==> config.mk <==
export PLATFORM = sky130hd
export DESIGN_NAME = pc_io_hub
export DESIGN_NICKNAME = d
export VERILOG_FILES = /design/src/hdl/pc_io_pkg.sv /design/src/hdl/io_port_decode.sv /design/src/hdl/sysctl_port.sv /design/src/hdl/io_read_mux.sv /design/src/hdl/mgmt_target_decode.sv /design/src/hdl/pc_io_hub.sv
export VERILOG_INCLUDE_DIRS = /design/src /design/src/hdl
export SDC_FILE = /design/constraint.sdc
export NUM_CORES = 1
export LEC_CHECK = 0
export ABC_AREA = 1
export BUFFER_PORTS_ARGS = -buffer_cell sky130_fd_sc_hd__buf_2
export CAP_MARGIN = 20
export CORE_AREA = 2 2 169 171
export DETAILED_ROUTE_END_ITERATION = 10
export DIE_AREA = 0 0 171 173
export GPL_TIMING_DRIVEN = 0
export MAX_ROUTING_LAYER = met4
export PLACE_DENSITY_LB_ADDON = 0.12
export SLEW_MARGIN = 20
export SYNTH_ARGS = -nofsm -noshare
export SYNTH_HDL_FRONTEND = slang
export SYNTH_SLANG_ARGS = --single-unit
==> constraint.sdc <==
create_clock -name clk_sys -period 2.2 [get_ports clk_sys]
set_input_delay 0.22 -clock clk_sys [delete_from_list [all_inputs] [get_ports clk_sys]]
set_output_delay 0.22 -clock clk_sys [all_outputs]
set_load 0.01 [all_outputs]
==> src/hdl/pc_io_cfg.svh <==
`ifndef PC_IO_CFG_SVH
`define PC_IO_CFG_SVH

// port bases and the number of ignored low address bits per range.
`define PC_PORT_HDD0        16'h01F0
`define PC_MASK_HDD0        3
`define PC_PORT_HDD0_ALT    16'h03F6
`define PC_PORT_HDD1        16'h0170
`define PC_MASK_HDD1        3
`define PC_PORT_HDD1_ALT    16'h0376
`define PC_PORT_FLOPPY0     16'h03F0
`define PC_MASK_FLOPPY0     3
`define PC_PORT_DMA_MASTER  16'h00C0
`define PC_MASK_DMA_MASTER  5
`define PC_PORT_DMA_PAGE    16'h0080
`define PC_MASK_DMA_PAGE    4
`define PC_PORT_DMA_SLAVE   16'h0000
`define PC_MASK_DMA_SLAVE   4
`define PC_PORT_PIC_MASTER  16'h0020
`define PC_MASK_PIC_MASTER  1
`define PC_PORT_PIC_SLAVE   16'h00A0
`define PC_MASK_PIC_SLAVE   1
`define PC_PORT_PIT         16'h0040
`define PC_MASK_PIT         2
`define PC_PORT_PIT_ALT     16'h0061   // speaker gate port.
`define PC_PORT_PS2_IO      16'h0060
`define PC_MASK_PS2_IO      3
`define PC_PORT_PS2_CTL     16'h0090
`define PC_MASK_PS2_CTL     4
`define PC_PORT_JOY         16'h0201
`define PC_MASK_JOY         0
`define PC_PORT_RTC         16'h0070
`define PC_MASK_RTC         1
`define PC_PORT_FM          16'h0388
`define PC_MASK_FM          2
`define PC_PORT_SB          16'h0220
`define PC_MASK_SB          4
`define PC_PORT_UART        16'h03F8
`define PC_MASK_UART        3
`define PC_PORT_MPU         16'h0330
`define PC_MASK_MPU         1
`define PC_PORT_VGA_B       16'h03B0
`define PC_MASK_VGA_B       4
`define PC_PORT_VGA_C       16'h03C0
`define PC_MASK_VGA_C       4
`define PC_PORT_VGA_D       16'h03D0
`define PC_MASK_VGA_D       4
`define PC_PORT_SYSCTL      16'h8888
`define PC_MASK_SYSCTL      0

// bit positions in io_sel.
`define PC_SEL_HDD0         0
`define PC_SEL_HDD1         1
`define PC_SEL_FLOPPY0      2
`define PC_SEL_DMA_MASTER   3
`define PC_SEL_DMA_PAGE     4
`define PC_SEL_DMA_SLAVE    5
`define PC_SEL_PIC_MASTER   6
`define PC_SEL_PIC_SLAVE    7
`define PC_SEL_PIT          8
`define PC_SEL_PS2_IO       9
`define PC_SEL_PS2_CTL      10
`define PC_SEL_JOY          11
`define PC_SEL_RTC          12
`define PC_SEL_FM           13
`define PC_SEL_SB           14
`define PC_SEL_UART         15
`define PC_SEL_MPU          16
`define PC_SEL_VGA_B        17
`define PC_SEL_VGA_C        18
`define PC_SEL_VGA_D        19
`define PC_SEL_SYSCTL       20

`define PC_SYSCFG_RESET     8'hA2
`define PC_SYSCFG_KEY       8'hA1   // expected in write data bits 15:8.

// device codes in the upper management address byte.
`define PC_MGMT_HDD0        8'hF0
`define PC_MGMT_HDD1        8'hF1
`define PC_MGMT_FDD0        8'hF2
`define PC_MGMT_RTC         8'hF4

`endif

==> src/hdl/pc_io_pkg.sv <==
package pc_io_pkg;

	// i/o bus.
	typedef logic [15:0] io_addr_t;
	typedef logic [31:0] io_data_t;
	typedef logic [7:0]  io_byte_t;   // read data of the 8-bit devices.
	typedef logic [2:0]  io_size_t;   // transfer size in bytes.

	// one bit per decoded port range, see PC_SEL_* for positions.
	typedef logic [20:0] io_sel_t;

	// pic inputs.
	typedef logic [15:0] irq_vec_t;

	// management bus.
	typedef logic [15:0] mgmt_addr_t;
	typedef logic [31:0] mgmt_data_t;

	typedef logic [7:0]  syscfg_t;    // written through the system control port.

endpackage

==> src/hdl/io_port_decode.sv <==
`timescale 1ns/1ns
`include "pc_io_cfg.svh"

module io_port_decode (
	input  logic                 clk_sys,
	input  logic                 reset_cpu,
	input  pc_io_pkg::io_addr_t  iobus_address,
	output pc_io_pkg::io_sel_t   io_sel
);
	import pc_io_pkg::*;

	io_sel_t sel_next;

	// true when addr matches base with the low mask bits ignored.
	function automatic logic base_match(input io_addr_t addr, input io_addr_t base,
		input int unsigned mask);
		return (addr >> mask) == (base >> mask);
	endfunction

	always_comb begin
		sel_next = '0;
		sel_next[`PC_SEL_HDD0]       = base_match(iobus_address, `PC_PORT_HDD0, `PC_MASK_HDD0)
			|| (iobus_address == `PC_PORT_HDD0_ALT);
		sel_next[`PC_SEL_HDD1]       = base_match(iobus_address, `PC_PORT_HDD1, `PC_MASK_HDD1)
			|| (iobus_address == `PC_PORT_HDD1_ALT);
		sel_next[`PC_SEL_FLOPPY0]    = base_match(iobus_address, `PC_PORT_FLOPPY0,
			`PC_MASK_FLOPPY0);
		sel_next[`PC_SEL_DMA_MASTER] = base_match(iobus_address, `PC_PORT_DMA_MASTER,
			`PC_MASK_DMA_MASTER);
		sel_next[`PC_SEL_DMA_PAGE]   = base_match(iobus_address, `PC_PORT_DMA_PAGE,
			`PC_MASK_DMA_PAGE);
		sel_next[`PC_SEL_DMA_SLAVE]  = base_match(iobus_address, `PC_PORT_DMA_SLAVE,
			`PC_MASK_DMA_SLAVE);
		sel_next[`PC_SEL_PIC_MASTER] = base_match(iobus_address, `PC_PORT_PIC_MASTER,
			`PC_MASK_PIC_MASTER);
		sel_next[`PC_SEL_PIC_SLAVE]  = base_match(iobus_address, `PC_PORT_PIC_SLAVE,
			`PC_MASK_PIC_SLAVE);
		sel_next[`PC_SEL_PIT]        = base_match(iobus_address, `PC_PORT_PIT, `PC_MASK_PIT)
			|| (iobus_address == `PC_PORT_PIT_ALT);
		sel_next[`PC_SEL_PS2_IO]     = base_match(iobus_address, `PC_PORT_PS2_IO,
			`PC_MASK_PS2_IO);
		sel_next[`PC_SEL_PS2_CTL]    = base_match(iobus_address, `PC_PORT_PS2_CTL,
			`PC_MASK_PS2_CTL);
		sel_next[`PC_SEL_JOY]        = base_match(iobus_address, `PC_PORT_JOY, `PC_MASK_JOY);
		sel_next[`PC_SEL_RTC]        = base_match(iobus_address, `PC_PORT_RTC, `PC_MASK_RTC);
		sel_next[`PC_SEL_FM]         = base_match(iobus_address, `PC_PORT_FM, `PC_MASK_FM);
		sel_next[`PC_SEL_SB]         = base_match(iobus_address, `PC_PORT_SB, `PC_MASK_SB);
		sel_next[`PC_SEL_UART]       = base_match(iobus_address, `PC_PORT_UART, `PC_MASK_UART);
		sel_next[`PC_SEL_MPU]        = base_match(iobus_address, `PC_PORT_MPU, `PC_MASK_MPU);
		sel_next[`PC_SEL_VGA_B]      = base_match(iobus_address, `PC_PORT_VGA_B,
			`PC_MASK_VGA_B);
		sel_next[`PC_SEL_VGA_C]      = base_match(iobus_address, `PC_PORT_VGA_C,
			`PC_MASK_VGA_C);
		sel_next[`PC_SEL_VGA_D]      = base_match(iobus_address, `PC_PORT_VGA_D,
			`PC_MASK_VGA_D);
		sel_next[`PC_SEL_SYSCTL]     = base_match(iobus_address, `PC_PORT_SYSCTL,
			`PC_MASK_SYSCTL);
	end

	// selects lag the address by one clock.
	always_ff @(posedge clk_sys) begin
		if (reset_cpu) begin
			io_sel <= '0;
		end else begin
			io_sel <= sel_next;
		end
	end

endmodule

==> src/hdl/sysctl_port.sv <==
`timescale 1ns/1ns
`include "pc_io_cfg.svh"

module sysctl_port (
	input  logic                 clk_sys,
	input  logic                 reset_cpu,
	input  pc_io_pkg::io_sel_t   io_sel,
	input  logic                 iobus_write,
	input  pc_io_pkg::io_size_t  iobus_datasize,
	input  pc_io_pkg::io_data_t  iobus_writedata,
	output pc_io_pkg::syscfg_t   syscfg
);

	logic first_access;   // open from reset until the first disk access or keyed write.
	logic disk_sel;
	logic key_write;

	assign disk_sel = io_sel[`PC_SEL_HDD0] | io_sel[`PC_SEL_HDD1] | io_sel[`PC_SEL_FLOPPY0];

	// only a 16-bit write carrying the key in its high byte loads the register.
	assign key_write = iobus_write && io_sel[`PC_SEL_SYSCTL] && (iobus_datasize == 3'd2)
		&& (iobus_writedata[15:8] == `PC_SYSCFG_KEY);

	always_ff @(posedge clk_sys) begin
		if (reset_cpu) begin
			syscfg       <= `PC_SYSCFG_RESET;
			first_access <= 1'b1;
		end else if (first_access && disk_sel) begin
			syscfg       <= '0;   // boot has reached the drives.
			first_access <= 1'b0;
		end else if (key_write) begin
			syscfg       <= iobus_writedata[7:0];
			first_access <= 1'b0;
		end
	end

endmodule

==> src/hdl/io_read_mux.sv <==
`timescale 1ns/1ns
`include "pc_io_cfg.svh"

module io_read_mux (
	input  pc_io_pkg::io_sel_t   io_sel,
	input  pc_io_pkg::io_addr_t  iobus_address,
	input  pc_io_pkg::io_data_t  hdd0_readdata,
	input  pc_io_pkg::io_data_t  hdd1_readdata,
	input  pc_io_pkg::io_byte_t  floppy0_readdata,
	input  pc_io_pkg::io_byte_t  dma_readdata,
	input  pc_io_pkg::io_byte_t  pic_readdata,
	input  pc_io_pkg::io_byte_t  pit_readdata,
	input  pc_io_pkg::io_byte_t  ps2_readdata,
	input  pc_io_pkg::io_byte_t  rtc_readdata,
	input  pc_io_pkg::io_byte_t  sound_readdata,
	input  pc_io_pkg::io_byte_t  uart_readdata,
	input  pc_io_pkg::io_byte_t  vga_readdata,
	input  pc_io_pkg::io_byte_t  joy_readdata,
	output pc_io_pkg::io_data_t  bus_readdata,
	output logic                 bus_io32
);
	import pc_io_pkg::*;

	io_byte_t readdata8;
	logic     disk_sel;

	always_comb begin
		if (io_sel[`PC_SEL_FLOPPY0])
			readdata8 = floppy0_readdata;
		else if (io_sel[`PC_SEL_DMA_MASTER] | io_sel[`PC_SEL_DMA_SLAVE] | io_sel[`PC_SEL_DMA_PAGE])
			readdata8 = dma_readdata;
		else if (io_sel[`PC_SEL_PIC_MASTER] | io_sel[`PC_SEL_PIC_SLAVE])
			readdata8 = pic_readdata;
		else if (io_sel[`PC_SEL_PIT])
			readdata8 = pit_readdata;
		else if (io_sel[`PC_SEL_PS2_IO] | io_sel[`PC_SEL_PS2_CTL])
			readdata8 = ps2_readdata;
		else if (io_sel[`PC_SEL_RTC])
			readdata8 = rtc_readdata;
		else if (io_sel[`PC_SEL_FM] | io_sel[`PC_SEL_SB])
			readdata8 = sound_readdata;
		else if (io_sel[`PC_SEL_UART] | io_sel[`PC_SEL_MPU])
			readdata8 = uart_readdata;
		else if (io_sel[`PC_SEL_VGA_B] | io_sel[`PC_SEL_VGA_C] | io_sel[`PC_SEL_VGA_D])
			readdata8 = vga_readdata;
		else if (io_sel[`PC_SEL_JOY])
			readdata8 = joy_readdata;
		else
			readdata8 = 8'hFF;   // open bus.
	end

	// disks answer with full words ahead of everything else.
	always_comb begin
		if (io_sel[`PC_SEL_HDD0])
			bus_readdata = hdd0_readdata;
		else if (io_sel[`PC_SEL_HDD1])
			bus_readdata = hdd1_readdata;
		else
			bus_readdata = {24'd0, readdata8};
	end

	assign disk_sel = io_sel[`PC_SEL_HDD0] | io_sel[`PC_SEL_HDD1];

	// bit 9 set means the alternate status port, which stays 8-bit.
	assign bus_io32 = (disk_sel & ~iobus_address[9]) | io_sel[`PC_SEL_SYSCTL];

endmodule

==> src/hdl/mgmt_target_decode.sv <==
`timescale 1ns/1ns
`include "pc_io_cfg.svh"

module mgmt_target_decode (
	input  logic                   clk_sys,
	input  logic                   reset_cpu,
	input  pc_io_pkg::mgmt_addr_t  mgmt_ctl_address,
	input  logic                   mgmt_ctl_read,
	input  logic                   mgmt_ctl_write,
	input  pc_io_pkg::mgmt_data_t  mgmt_hdd0_readdata,
	input  pc_io_pkg::mgmt_data_t  mgmt_hdd1_readdata,
	input  pc_io_pkg::mgmt_data_t  mgmt_fdd0_readdata,
	output logic                   mgmt_hdd0_read,
	output logic                   mgmt_hdd0_write,
	output logic                   mgmt_hdd1_read,
	output logic                   mgmt_hdd1_write,
	output logic                   mgmt_fdd0_read,
	output logic                   mgmt_fdd0_write,
	output logic                   mgmt_rtc_write,
	output pc_io_pkg::mgmt_data_t  mgmt_readdata
);

	logic hdd0_sel;
	logic hdd1_sel;
	logic fdd0_sel;
	logic rtc_sel;

	// device code sits in the upper address byte.
	always_ff @(posedge clk_sys) begin
		if (reset_cpu) begin
			hdd0_sel <= 1'b0;
			hdd1_sel <= 1'b0;
			fdd0_sel <= 1'b0;
			rtc_sel  <= 1'b0;
		end else begin
			hdd0_sel <= (mgmt_ctl_address[15:8] == `PC_MGMT_HDD0);
			hdd1_sel <= (mgmt_ctl_address[15:8] == `PC_MGMT_HDD1);
			fdd0_sel <= (mgmt_ctl_address[15:8] == `PC_MGMT_FDD0);
			rtc_sel  <= (mgmt_ctl_address[15:8] == `PC_MGMT_RTC);
		end
	end

	assign mgmt_hdd0_read  = mgmt_ctl_read  & hdd0_sel;
	assign mgmt_hdd0_write = mgmt_ctl_write & hdd0_sel;
	assign mgmt_hdd1_read  = mgmt_ctl_read  & hdd1_sel;
	assign mgmt_hdd1_write = mgmt_ctl_write & hdd1_sel;
	assign mgmt_fdd0_read  = mgmt_ctl_read  & fdd0_sel;
	assign mgmt_fdd0_write = mgmt_ctl_write & fdd0_sel;
	assign mgmt_rtc_write  = mgmt_ctl_write & rtc_sel;   // rtc has no read-back.

	// floppy data is the fallback when neither disk is selected.
	always_comb begin
		if (hdd0_sel)
			mgmt_readdata = mgmt_hdd0_readdata;
		else if (hdd1_sel)
			mgmt_readdata = mgmt_hdd1_readdata;
		else
			mgmt_readdata = mgmt_fdd0_readdata;
	end

endmodule

==> src/hdl/pc_io_hub.sv <==
`timescale 1ns/1ns

module pc_io_hub (
	input  logic                   clk_sys,
	input  logic                   reset_cpu,

	input  pc_io_pkg::io_addr_t    iobus_address,
	input  logic                   iobus_write,
	input  pc_io_pkg::io_size_t    iobus_datasize,
	input  pc_io_pkg::io_data_t    iobus_writedata,

	input  pc_io_pkg::io_data_t    hdd0_readdata,
	input  pc_io_pkg::io_data_t    hdd1_readdata,
	input  pc_io_pkg::io_byte_t    floppy0_readdata,
	input  pc_io_pkg::io_byte_t    dma_readdata,
	input  pc_io_pkg::io_byte_t    pic_readdata,
	input  pc_io_pkg::io_byte_t    pit_readdata,
	input  pc_io_pkg::io_byte_t    ps2_readdata,
	input  pc_io_pkg::io_byte_t    rtc_readdata,
	input  pc_io_pkg::io_byte_t    sound_readdata,
	input  pc_io_pkg::io_byte_t    uart_readdata,
	input  pc_io_pkg::io_byte_t    vga_readdata,
	input  pc_io_pkg::io_byte_t    joy_readdata,

	output pc_io_pkg::io_sel_t     io_sel,
	output pc_io_pkg::io_data_t    bus_readdata,
	output logic                   bus_io32,
	output pc_io_pkg::syscfg_t     syscfg,

	input  logic                   irq_0,
	input  logic                   irq_1,
	input  logic                   irq_2,
	input  logic                   irq_4,
	input  logic                   irq_5,
	input  logic                   irq_6,
	input  logic                   irq_8,
	input  logic                   irq_9,
	input  logic                   irq_12,
	input  logic                   irq_14,
	input  logic                   irq_15,
	output pc_io_pkg::irq_vec_t    irq_vec,

	input  pc_io_pkg::mgmt_addr_t  mgmt_ctl_address,
	input  logic                   mgmt_ctl_read,
	input  logic                   mgmt_ctl_write,
	input  pc_io_pkg::mgmt_data_t  mgmt_hdd0_readdata,
	input  pc_io_pkg::mgmt_data_t  mgmt_hdd1_readdata,
	input  pc_io_pkg::mgmt_data_t  mgmt_fdd0_readdata,
	output logic                   mgmt_hdd0_read,
	output logic                   mgmt_hdd0_write,
	output logic                   mgmt_hdd1_read,
	output logic                   mgmt_hdd1_write,
	output logic                   mgmt_fdd0_read,
	output logic                   mgmt_fdd0_write,
	output logic                   mgmt_rtc_write,
	output pc_io_pkg::mgmt_data_t  mgmt_readdata
);

	io_port_decode decode0 (
		.clk_sys        (clk_sys),
		.reset_cpu      (reset_cpu),
		.iobus_address  (iobus_address),
		.io_sel         (io_sel)
	);

	sysctl_port sysctl0 (
		.clk_sys          (clk_sys),
		.reset_cpu        (reset_cpu),
		.io_sel           (io_sel),
		.iobus_write      (iobus_write),
		.iobus_datasize   (iobus_datasize),
		.iobus_writedata  (iobus_writedata),
		.syscfg           (syscfg)
	);

	io_read_mux rdmux0 (
		.io_sel            (io_sel),
		.iobus_address     (iobus_address),
		.hdd0_readdata     (hdd0_readdata),
		.hdd1_readdata     (hdd1_readdata),
		.floppy0_readdata  (floppy0_readdata),
		.dma_readdata      (dma_readdata),
		.pic_readdata      (pic_readdata),
		.pit_readdata      (pit_readdata),
		.ps2_readdata      (ps2_readdata),
		.rtc_readdata      (rtc_readdata),
		.sound_readdata    (sound_readdata),
		.uart_readdata     (uart_readdata),
		.vga_readdata      (vga_readdata),
		.joy_readdata      (joy_readdata),
		.bus_readdata      (bus_readdata),
		.bus_io32          (bus_io32)
	);

	mgmt_target_decode mgmt0 (
		.clk_sys             (clk_sys),
		.reset_cpu           (reset_cpu),
		.mgmt_ctl_address    (mgmt_ctl_address),
		.mgmt_ctl_read       (mgmt_ctl_read),
		.mgmt_ctl_write      (mgmt_ctl_write),
		.mgmt_hdd0_readdata  (mgmt_hdd0_readdata),
		.mgmt_hdd1_readdata  (mgmt_hdd1_readdata),
		.mgmt_fdd0_readdata  (mgmt_fdd0_readdata),
		.mgmt_hdd0_read      (mgmt_hdd0_read),
		.mgmt_hdd0_write     (mgmt_hdd0_write),
		.mgmt_hdd1_read      (mgmt_hdd1_read),
		.mgmt_hdd1_write     (mgmt_hdd1_write),
		.mgmt_fdd0_read      (mgmt_fdd0_read),
		.mgmt_fdd0_write     (mgmt_fdd0_write),
		.mgmt_rtc_write      (mgmt_rtc_write),
		.mgmt_readdata       (mgmt_readdata)
	);

	// pic inputs. the cascade line 2 is not a device input, so vga irq 2 lands on 9.
	always_comb begin
		irq_vec     = '0;
		irq_vec[0]  = irq_0;
		irq_vec[1]  = irq_1;
		irq_vec[4]  = irq_4;
		irq_vec[5]  = irq_5;
		irq_vec[6]  = irq_6;
		irq_vec[8]  = irq_8;
		irq_vec[9]  = irq_9 | irq_2;
		irq_vec[12] = irq_12;
		irq_vec[14] = irq_14;
		irq_vec[15] = irq_15;
	end

endmodule

# After elaboration in Yosys (flattened, before gate mapping)
# Index checks and enable logic that the tools add are counted.
# totals
register_bits	34
wordCells	86
# classes
eq_ne	29
muxes	18
n_bitwise	21
reduce_logical	10
# ops
cell	count
32-bit 2-to-1 mux	4
8-bit 2-to-1 mux	12
12-bit by 6-bit equality test with 1-bit output, second input constant	4
16-bit by 10-bit equality test with 1-bit output, second input constant	3
8-bit equality test, second input constant	5
13-bit by 6-bit equality test with 1-bit output, second input constant	2
13-bit by 7-bit equality test with 1-bit output, second input constant	2
12-bit by 4-bit equality test with 1-bit output, second input constant	2
16-bit equality test, second input constant	1
16-bit by 7-bit equality test with 1-bit output, second input constant	1
16-bit zero test	1
15-bit by 5-bit equality test with 1-bit output, second input constant	1
15-bit by 6-bit equality test with 1-bit output, second input constant	1
15-bit by 7-bit equality test with 1-bit output, second input constant	1
15-bit by 9-bit equality test with 1-bit output, second input constant	1
14-bit by 5-bit equality test with 1-bit output, second input constant	1
14-bit by 8-bit equality test with 1-bit output, second input constant	1
13-bit by 4-bit equality test with 1-bit output, second input constant	1
1-bit bitwise OR	12
11-bit by 3-bit equality test with 1-bit output, second input constant	1
1-bit bitwise AND	8
1-bit logical AND	4
3-bit by 2-bit equality test with 1-bit output, second input constant	1
1-bit logical OR	3
4 further kinds	5

# Logic depth before layout (Yosys ltp)
# Gate-level depths: netlist (run 1).
# depth
ltp_word	13
mapped_depth	15
depth_no_buf	15

# Modules after synthesis
# A second synthesis (run 1) with hierarchy kept.
# hier_totals
cells_unflattened	802
area_unflattened_um2	4147.7
# by_module_without_submodules
module	seq_area_each_um2	area_per_inst_um2	instances	cells_per_inst
io_read_mux	0.0	1594.0	1	375
io_port_decode	420.4	996.0	1	153
mgmt_target_decode	80.1	937.1	1	182
sysctl_port	180.2	493.0	1	73
pc_io_hub	0.0	127.6	1	19

# Worst setup path after synthesis (run 1)
# Ideal clock, no wire load.
# synth_path
path_kind	register to output
from	register decode0.io_sel[14]
to	output bus_readdata[7]
stages_incl_launch_ff	16
setup_slack_ps	577
path_buffers	2
arrival_ps	1403
cell_sequence	dfxtp_1 -> or2_1 -> buf_6 -> buf_8 -> a21oi_2 -> nand2_1 -> nand2_1 -> nand2_1 -> nand2_1 -> nand2_1 -> nand2_1 -> nand2_1 -> nand2_1 -> nand2_1 -> nand2_1 -> nand2_1
# synth_between
elab_chain_cells	10
# synth_lines
item	line	source
start, declared	io_port_decode.sv:8	output pc_io_pkg::io_sel_t io_sel
start signal, assigned	io_port_decode.sv:65	io_sel <= sel_next;
1-bit bitwise OR	io_read_mux.sv:40	else if (io_sel[`PC_SEL_FM] | io_sel[`PC_SEL_SB])
8-bit 2-to-1 mux	io_read_mux.sv:40	
8-bit 2-to-1 mux	io_read_mux.sv:38	else if (io_sel[`PC_SEL_RTC])
8-bit 2-to-1 mux	io_read_mux.sv:36	else if (io_sel[`PC_SEL_PS2_IO] | io_sel[`PC_SEL_PS2_CTL])
8-bit 2-to-1 mux	io_read_mux.sv:34	else if (io_sel[`PC_SEL_PIT])
8-bit 2-to-1 mux	io_read_mux.sv:32	else if (io_sel[`PC_SEL_PIC_MASTER] | io_sel[`PC_SEL_PIC_SLAVE])
8-bit 2-to-1 mux	io_read_mux.sv:30	else if (io_sel[`PC_SEL_DMA_MASTER] | io_sel[`PC_SEL_DMA_SLAVE] | io_sel[`PC_SEL_DMA_PAGE])
8-bit 2-to-1 mux	io_read_mux.sv:28	if (io_sel[`PC_SEL_FLOPPY0])
32-bit 2-to-1 mux	io_read_mux.sv:56	else if (io_sel[`PC_SEL_HDD1])
32-bit 2-to-1 mux	io_read_mux.sv:54	if (io_sel[`PC_SEL_HDD0])
end, declared	pc_io_hub.sv:26	output pc_io_pkg::io_data_t bus_readdata,
# Every way passes these cells.

# Final worst setup path (run 1)
# Same ends and word-level chain as after synthesis.

==> out/metrics.yaml, run 1 <==
run_status:
  status: "finished clean"
clocking:
  cts_tree: "done"
  max-clock-path-buffers: 2
  cts_sinks: 34
  clk_latency_ns: 0.29
  cts_hold_buf: 0
  cts_max_level: 2
  clk_pin_slew_ns: 0.07
  cts-buffers-inserted: 5
  root_buffer: "clkbuf_16"
timing:
  fin_worst_skew_ns: 0.00637
  fmax_ghz: 0.458
  finalHoldViolCount: 0
  tightest_slew_ns: 0.700
  slew_violations: 0
  slew_headroom_pct: 53.3
  grt_setup_unrepaired: "yes"
  fin_crit_sh_pct: 99.3
  setup_viol: 0
  hold_ws_ns: 0.125
  worst_slack_ns: 0.0152
  fin_crit_ns: 2.18
pwr:
  cellPowerDensity_nw_per_um2: 313
  leakage_nw: 3.85
  ir_drop_v: 0.000249
  power_mw: 2.05
global_route:
  grt_pass1_wl_um: 31000
  grt_usage_pct: 14.0
  grt_max_degree: 13
  antenna_found_initial: 11
  overflow: 0
  grt_pass1_vias: 5808
yosys:
  synth-compound-area-share_pct: 14.0
  synthMuxAreaShare_pct: 0
  synthAdderAreaFrac_pct: 0
  seq_area_frac_synth_pct: 18.3
  yosys_warnings: 0
  synthCells: 728
  synth-xor-area-share_pct: 0
  synth_seq_cells: 34
  avgSynthCellArea_um2: 5.12
  synthesis.area_um2: 3730
  netlist.top_cell.by_area: "nand2_1"
  synth_top_cell_area_share_pct: 24.4
  synthSimpleGateAreaFrac_pct: 51.2
  synth_cell_types: 32
  synth_top_family_by_area: "simple AND/OR/NAND/NOR gates"
  ys_top_cells_by_area: "nand2_1 (24%), dfxtp_1 (18%), a21oi_1 (13%)"
worst_setup_path:
  path_cells: "or2_1, buf_6, buf_8, a21oi_2, nand2_1, nand2_1, nand2_1, nand2_1, nand2_1, nand2_1, nand2_1, nand2_2, nand2_1, nand2_1, nand2_1, buf_2"
  end_kind: "output port"
  cp-start-kind: "flop"
  r2r-start: "decode0.io_sel[0]$_SDFF_PP0_"
  cp.required_ns: 1.98
  cp-startpoint: "decode0.io_sel[14]$_SDFF_PP0_"
  criticalPathCategory: "reg2out"
  crit_slowest_cell: "dfxtp_2"
  slowest_delay_ns: 0.31
  crit_top_cell: "nand2_1"
  crit_arrival_ns: 1.96
  crit_fanout: 8
run:
  drv_cap: 0
die:
  rows: 61
  ioPinCount: 440
  die_area_um2: 29600
  core_area_um2: 27600
  die_w_um: 171
  start_util_pct: 13.5
  die_h_um: 173
place:
  place_congestion: 0.865
  io_buffers: 397
  place_area_um2: 6200
  dp_hpwl_um: 18700
  post-place-ws_ns: 0.0679
finish:
  nets: 1463
  area_growth_pct: 76.3
  drive_above_1_share_pct: 41.6
  fin_area_um2: 6570
route:
  vias: 6050
  drt_pass1_iterations: 5
  postRouteAntennaNets: 0
  drc: 0
  wl_per_cell_um: 14.1
  dr.first_iter.drc_count: 152
  wl_um: 21500
  viasPerCell: 3.95
min_path:
  hold_path.startpoint: "mgmt_ctl_address[11]"
  hold_class: "in2reg"
flip-flops by register name, indices dropped and copies added, names as in the netlist:
name,cells
sysctl0.syscfg,8
mgmt0.fdd0_sel,1
mgmt0.hdd0_sel,1
mgmt0.hdd1_sel,1
decode0.io_sel,21
sysctl0.first_access,1
mgmt0.rtc_sel,1
worst max-delay path: cells and delay by family, from the launching register on:
kind            cells  cell delay (ns)
flops               1             0.31
buf+inv             3             0.40
compound gates      1             0.09
simple gates       12             0.87
worst paths after layout:
kind	to	slack, ns	depth (start not counted)
hold / removal	mgmt0.rtc_sel$_SDFF_PP0_	0.13	2
hold reg to reg	sysctl0.first_access$_SDFFE_PP1P_	0.45	2
setup reg to reg	sysctl0.syscfg[0]$_SDFFE_PP0P_	0.60	6
setup / recovery	bus_readdata[7]	0.02	16
cell usage after synthesis:
| library cell | n |
|---|---|
| nand2_2 | 1 |
| buf_6 | 1 |
| or2_2 | 1 |
| o21bai_1 | 1 |
| nor4_1 | 11 |
| or3b_2 | 1 |
| nor3_2 | 1 |
| or2_1 | 3 |
| inv_1 | 70 |
| nor2_1 | 106 |
| conb_1 | 1 |
| dfxtp_1 | 34 |
| inv_2 | 9 |
| buf_2 | 4 |
| o21ai_0 | 1 |
| or3_1 | 1 |
| nor2_4 | 2 |
| or4_1 | 1 |
| buf_4 | 15 |
| clkbuf_1 | 32 |
| o32ai_1 | 2 |
| clkinv_1 | 2 |
| clkbuf_8 | 2 |
| nand3_1 | 61 |
| buf_8 | 1 |
| nand2_1 | 242 |
| nor2_2 | 1 |
| nand3b_1 | 2 |
| nand4_1 | 8 |
| nor3_1 | 14 |
| a21oi_2 | 2 |
| a21oi_1 | 95 |
layout make-up:
| class | count | area, µm² |
|---|---|---|
| antenna | 11 | 27.5 |
| buffer | 53 | 315 |
| clock buffer | 5 | 125 |
| clock inverter | 3 | 68.8 |
| fill | 3280 | 21100 |
| inverter | 81 | 307 |
| multi-input combinational | 563 | 2500 |
| sequential | 34 | 683 |
| tap | 378 | 473 |
| timing repair buffer | 402 | 2070 |
repair_timing:
item,CTS,global route
resized for setup,9,31
gates cloned,0,1
pin swaps,2,6
setup buffers,3,1
endpoints found under the setup margin,8,25
power breakdown:
part / internal, mW / switching, mW / leakage, nW
Sequential: 0.615 / 0.0000849 / 0.275
Combinational: 0.258 / 0.207 / 3.48
Clock: 0.652 / 0.320 / 0.0941
stage by stage:
step | utilization, % | TNS, ns | std cells
4_1_cts | 23.3 | -0.0479 | 1517
6_report | 23.8 | 0 | 1530
5_1_grt | 23.8 | -0.727 | 1530
2_1_floorplan | - | 0 | 733
3_3_place_gp | 22.5 | 0 | 1508
3_5_place_dp | 22.5 | 0 | 1508
routing by layer:
layer | part of all wire, % | GRT usage [%] | wire length [µm]
met4 | 1.8 | 3.71 | 397
met1 | 35 | 12.9 | 7530
met3 | 9.9 | 4.55 | 2130
met2 | 53 | 27.0 | 11500
met5 | 0 | - | 0
cells by family after synthesis:
kind of cell           after synthesis
other                                1
flip-flops                          34
AO/OA/AOI/OAI                      101
buffers and inverters              136
AND/OR/NAND/NOR                    456
cell usage in the layout (no fill, tap or decap), types with 3 or more instances in the layout:
cell / count
a21oi_1: 95
buf_2: 395
buf_4: 20
buf_6: 6
clkbuf_1: 23
clkbuf_16: 6
clkbuf_2: 7
conb_1: 6
dfxtp_1: 32
diode_2: 11
inv_1: 70
inv_2: 9
nand2_1: 232
nand2_2: 10
nand3_1: 59
nand4_1: 8
nor2_1: 105
nor3_1: 14
nor4_1: 11
or2_1: 3
(Power assumes the default switching activity.)
==> run 2: changes to the inputs <==
- PLACE_DENSITY: not set -> 0.51
- PLACE_DENSITY_LB_ADDON: 0.12 -> not set
- SLEW_MARGIN: 20 -> not set
==> out/metrics.yaml, run 2 (same netlist as run 1, synthesis figures left out) <==
clocking:
  clk_pin_slew_ns: 0.06  # about the same
  cts-buffers-inserted: 5  # unchanged
  cts_sinks: 34  # unchanged
  cts_hold_buf: 0  # unchanged
  clk_latency_ns: 0.28  # about the same
  cts_tree: "done"
  cts_max_level: 2  # unchanged
  max-clock-path-buffers: 2  # unchanged
  root_buffer: "clkbuf_16"
route:
  dr.first_iter.drc_count: 244  # +61%
  postRouteAntennaNets: 0  # unchanged
  drc: 0  # unchanged
  vias: 6068  # +0.30%
  wl_um: 22400  # +3.9%
  drt_pass1_iterations: 5  # unchanged
  viasPerCell: 4.00  # +1.1%
  wl_per_cell_um: 14.7  # +4.7%
timing:
  grt_setup_unrepaired: "yes"
  finalHoldViolCount: 0  # unchanged
  fin_worst_skew_ns: 0.00220  # -0.00417 ns
  slew_violations: 0  # unchanged
  worst_slack_ns: 0.0144  # -0.000840 ns
  setup_viol: 0  # unchanged
  tightest_slew_ns: 0.616  # -0.0849 ns
  fin_crit_sh_pct: 99.3  # about the same
  fmax_ghz: 0.458  # about the same
  fin_crit_ns: 2.19  # +0.000840 ns
  slew_headroom_pct: 59.0  # +5.7 points
place:
  post-place-ws_ns: 0.138  # +0.0696 ns
  place_area_um2: 6200  # unchanged
  dp_hpwl_um: 19900  # +6.2%
  place_congestion: 0.871  # +0.72%
  io_buffers: 397  # unchanged
global_route:
  grt_pass1_wl_um: 30900  # -0.18%
  met1_usage_pct: 12.0  # -0.98 points
  grt_max_degree: 13  # unchanged
  overflow: 0  # unchanged
  grt_util_met3_pct: 3.04  # -1.5 points
  grt_usage_pct: 14.3  # +0.29 points
  grt_pass1_vias: 5883  # +1.3%
  grt.busiest_layer: "met2"
  antenna_found_initial: 5  # -6
  gr-usage-met2_pct: 30.9  # +3.9 points
worst_setup_path:
  criticalPathCategory: "reg2out"
  end_kind: "output port"
  r2r-start: "decode0.io_sel[0]$_SDFF_PP0_"
  cp-start-kind: "flop"
  crit_arrival_ns: 1.97  # about the same
  cp-startpoint: "decode0.io_sel[13]$_SDFF_PP0_"
  crit_fanout: 8  # unchanged
  cp.required_ns: 1.98  # about the same
pwr:
  power_mw: 2.05  # -0.31%
  leakage_nw: 3.85  # about the same
  cellPowerDensity_nw_per_um2: 314  # +0.35%
  ir_drop_v: 0.000329  # +32%
finish:
  area_growth_pct: 75.1
  final_common_cell: "buf_2"
  fin_area_um2: 6530  # -0.67%
  nets: 1460  # -0.21%
  mostFrequentLayoutCells: "buf_2 (399), nand2_1 (228), nor2_1 (105)"
  nFillCells: 3280  # unchanged
  largest-register: "decode0.io_sel"
  largestRegisters: "decode0.io_sel (21), sysctl0.syscfg (8)"
  drive_above_1_share_pct: 42.4  # +0.81 points
  largest_reg_flops: 21  # unchanged
run:
  drv_cap: 0  # unchanged
die:
  ioPinCount: 440  # unchanged
  core_area_um2: 27600  # unchanged
  die_area_um2: 29600  # unchanged
  die_h_um: 173  # unchanged
  start_util_pct: 13.5  # unchanged
  die_w_um: 171  # unchanged
  rows: 61  # unchanged
min_path:
  hold_path.startpoint: "mgmt_ctl_address[11]"
  hold_class: "in2reg"
run_status:
  status: "finished clean"
run 2: per-stage QoR:
step	util (%)	std cells	hold WS, ns	TNS, ns
after floorplan	-	733	0.297	0
after detailed placement	22.5	1508	0.413	0
final	23.6	1518	0.123	0
after global routing	23.6	1518	0.121	-0.980
after global placement	22.5	1508	0.404	0
after CTS	23.3	1515	0.108	-0.126
run 2: per-layer routing:
metal | part of all wire, % | vias up
met1 | 33 | 2637
met5 | 0 | -
li1 | - | 3094
met4 | 1.5 | 0
met2 | 58 | 317
met3 | 7.8 | 20
run 2: area by class of cell:
cell class,count,area (µm²),share of cell area [%]
Buffer,52,312,4.77
Antenna cell,2,5.00,0.0767
Sequential cell,34,682,10.5
Clock buffer,5,125,1.92
Tap cell,378,473,7.25
Timing Repair Buffer,400,2040,31.3
Inverter,81,305,4.68
Multi-Input combinational cell,563,2510,38.5
Clock inverter,3,68.8,1.05
run 2: final timing paths:
check | endpoint | slack [ns] | cells past startpoint
hold reg to reg | sysctl0.first_access$_SDFFE_PP1P_ | 0.46 | 2
setup / recovery | bus_readdata[7] | 0.01 | 16
hold / removal | mgmt0.rtc_sel$_SDFF_PP0_ | 0.12 | 2
setup reg to reg | sysctl0.syscfg[6]$_SDFFE_PP0P_ | 0.74 | 6
run 2: critical path, cell delays in order (launching register included):
cell and delay [ns]:
dfxtp_1 0.30, or2_1 0.23, buf_6 0.15, buf_8 0.13, a21oi_2 0.10, nand2_1 0.06, nand2_1 0.07, nand2_2 0.09
nand2_2 0.06, nand2_1 0.04, nand2_1 0.06, nand2_1 0.05, nand2_1 0.06, nand2_1 0.05, nand2_1 0.05, nand2_1 0.04
buf_2 0.13
run 2: timing repair:
item | CTS | global route
gates resized for setup | 13 | 34
setup endpoints to repair | 9 | 19
cloned | 0 | 1
pin swaps | 2 | 11
buffers inserted | 2 | 0
hold endpoints to repair | 0 | 0
run 2: power breakdown:
part,internal [mW],switching (mW)
Combinational,0.258,0.225
Sequential,0.616,0.0000807
Clock,0.652,0.296
Total,1.53,0.521
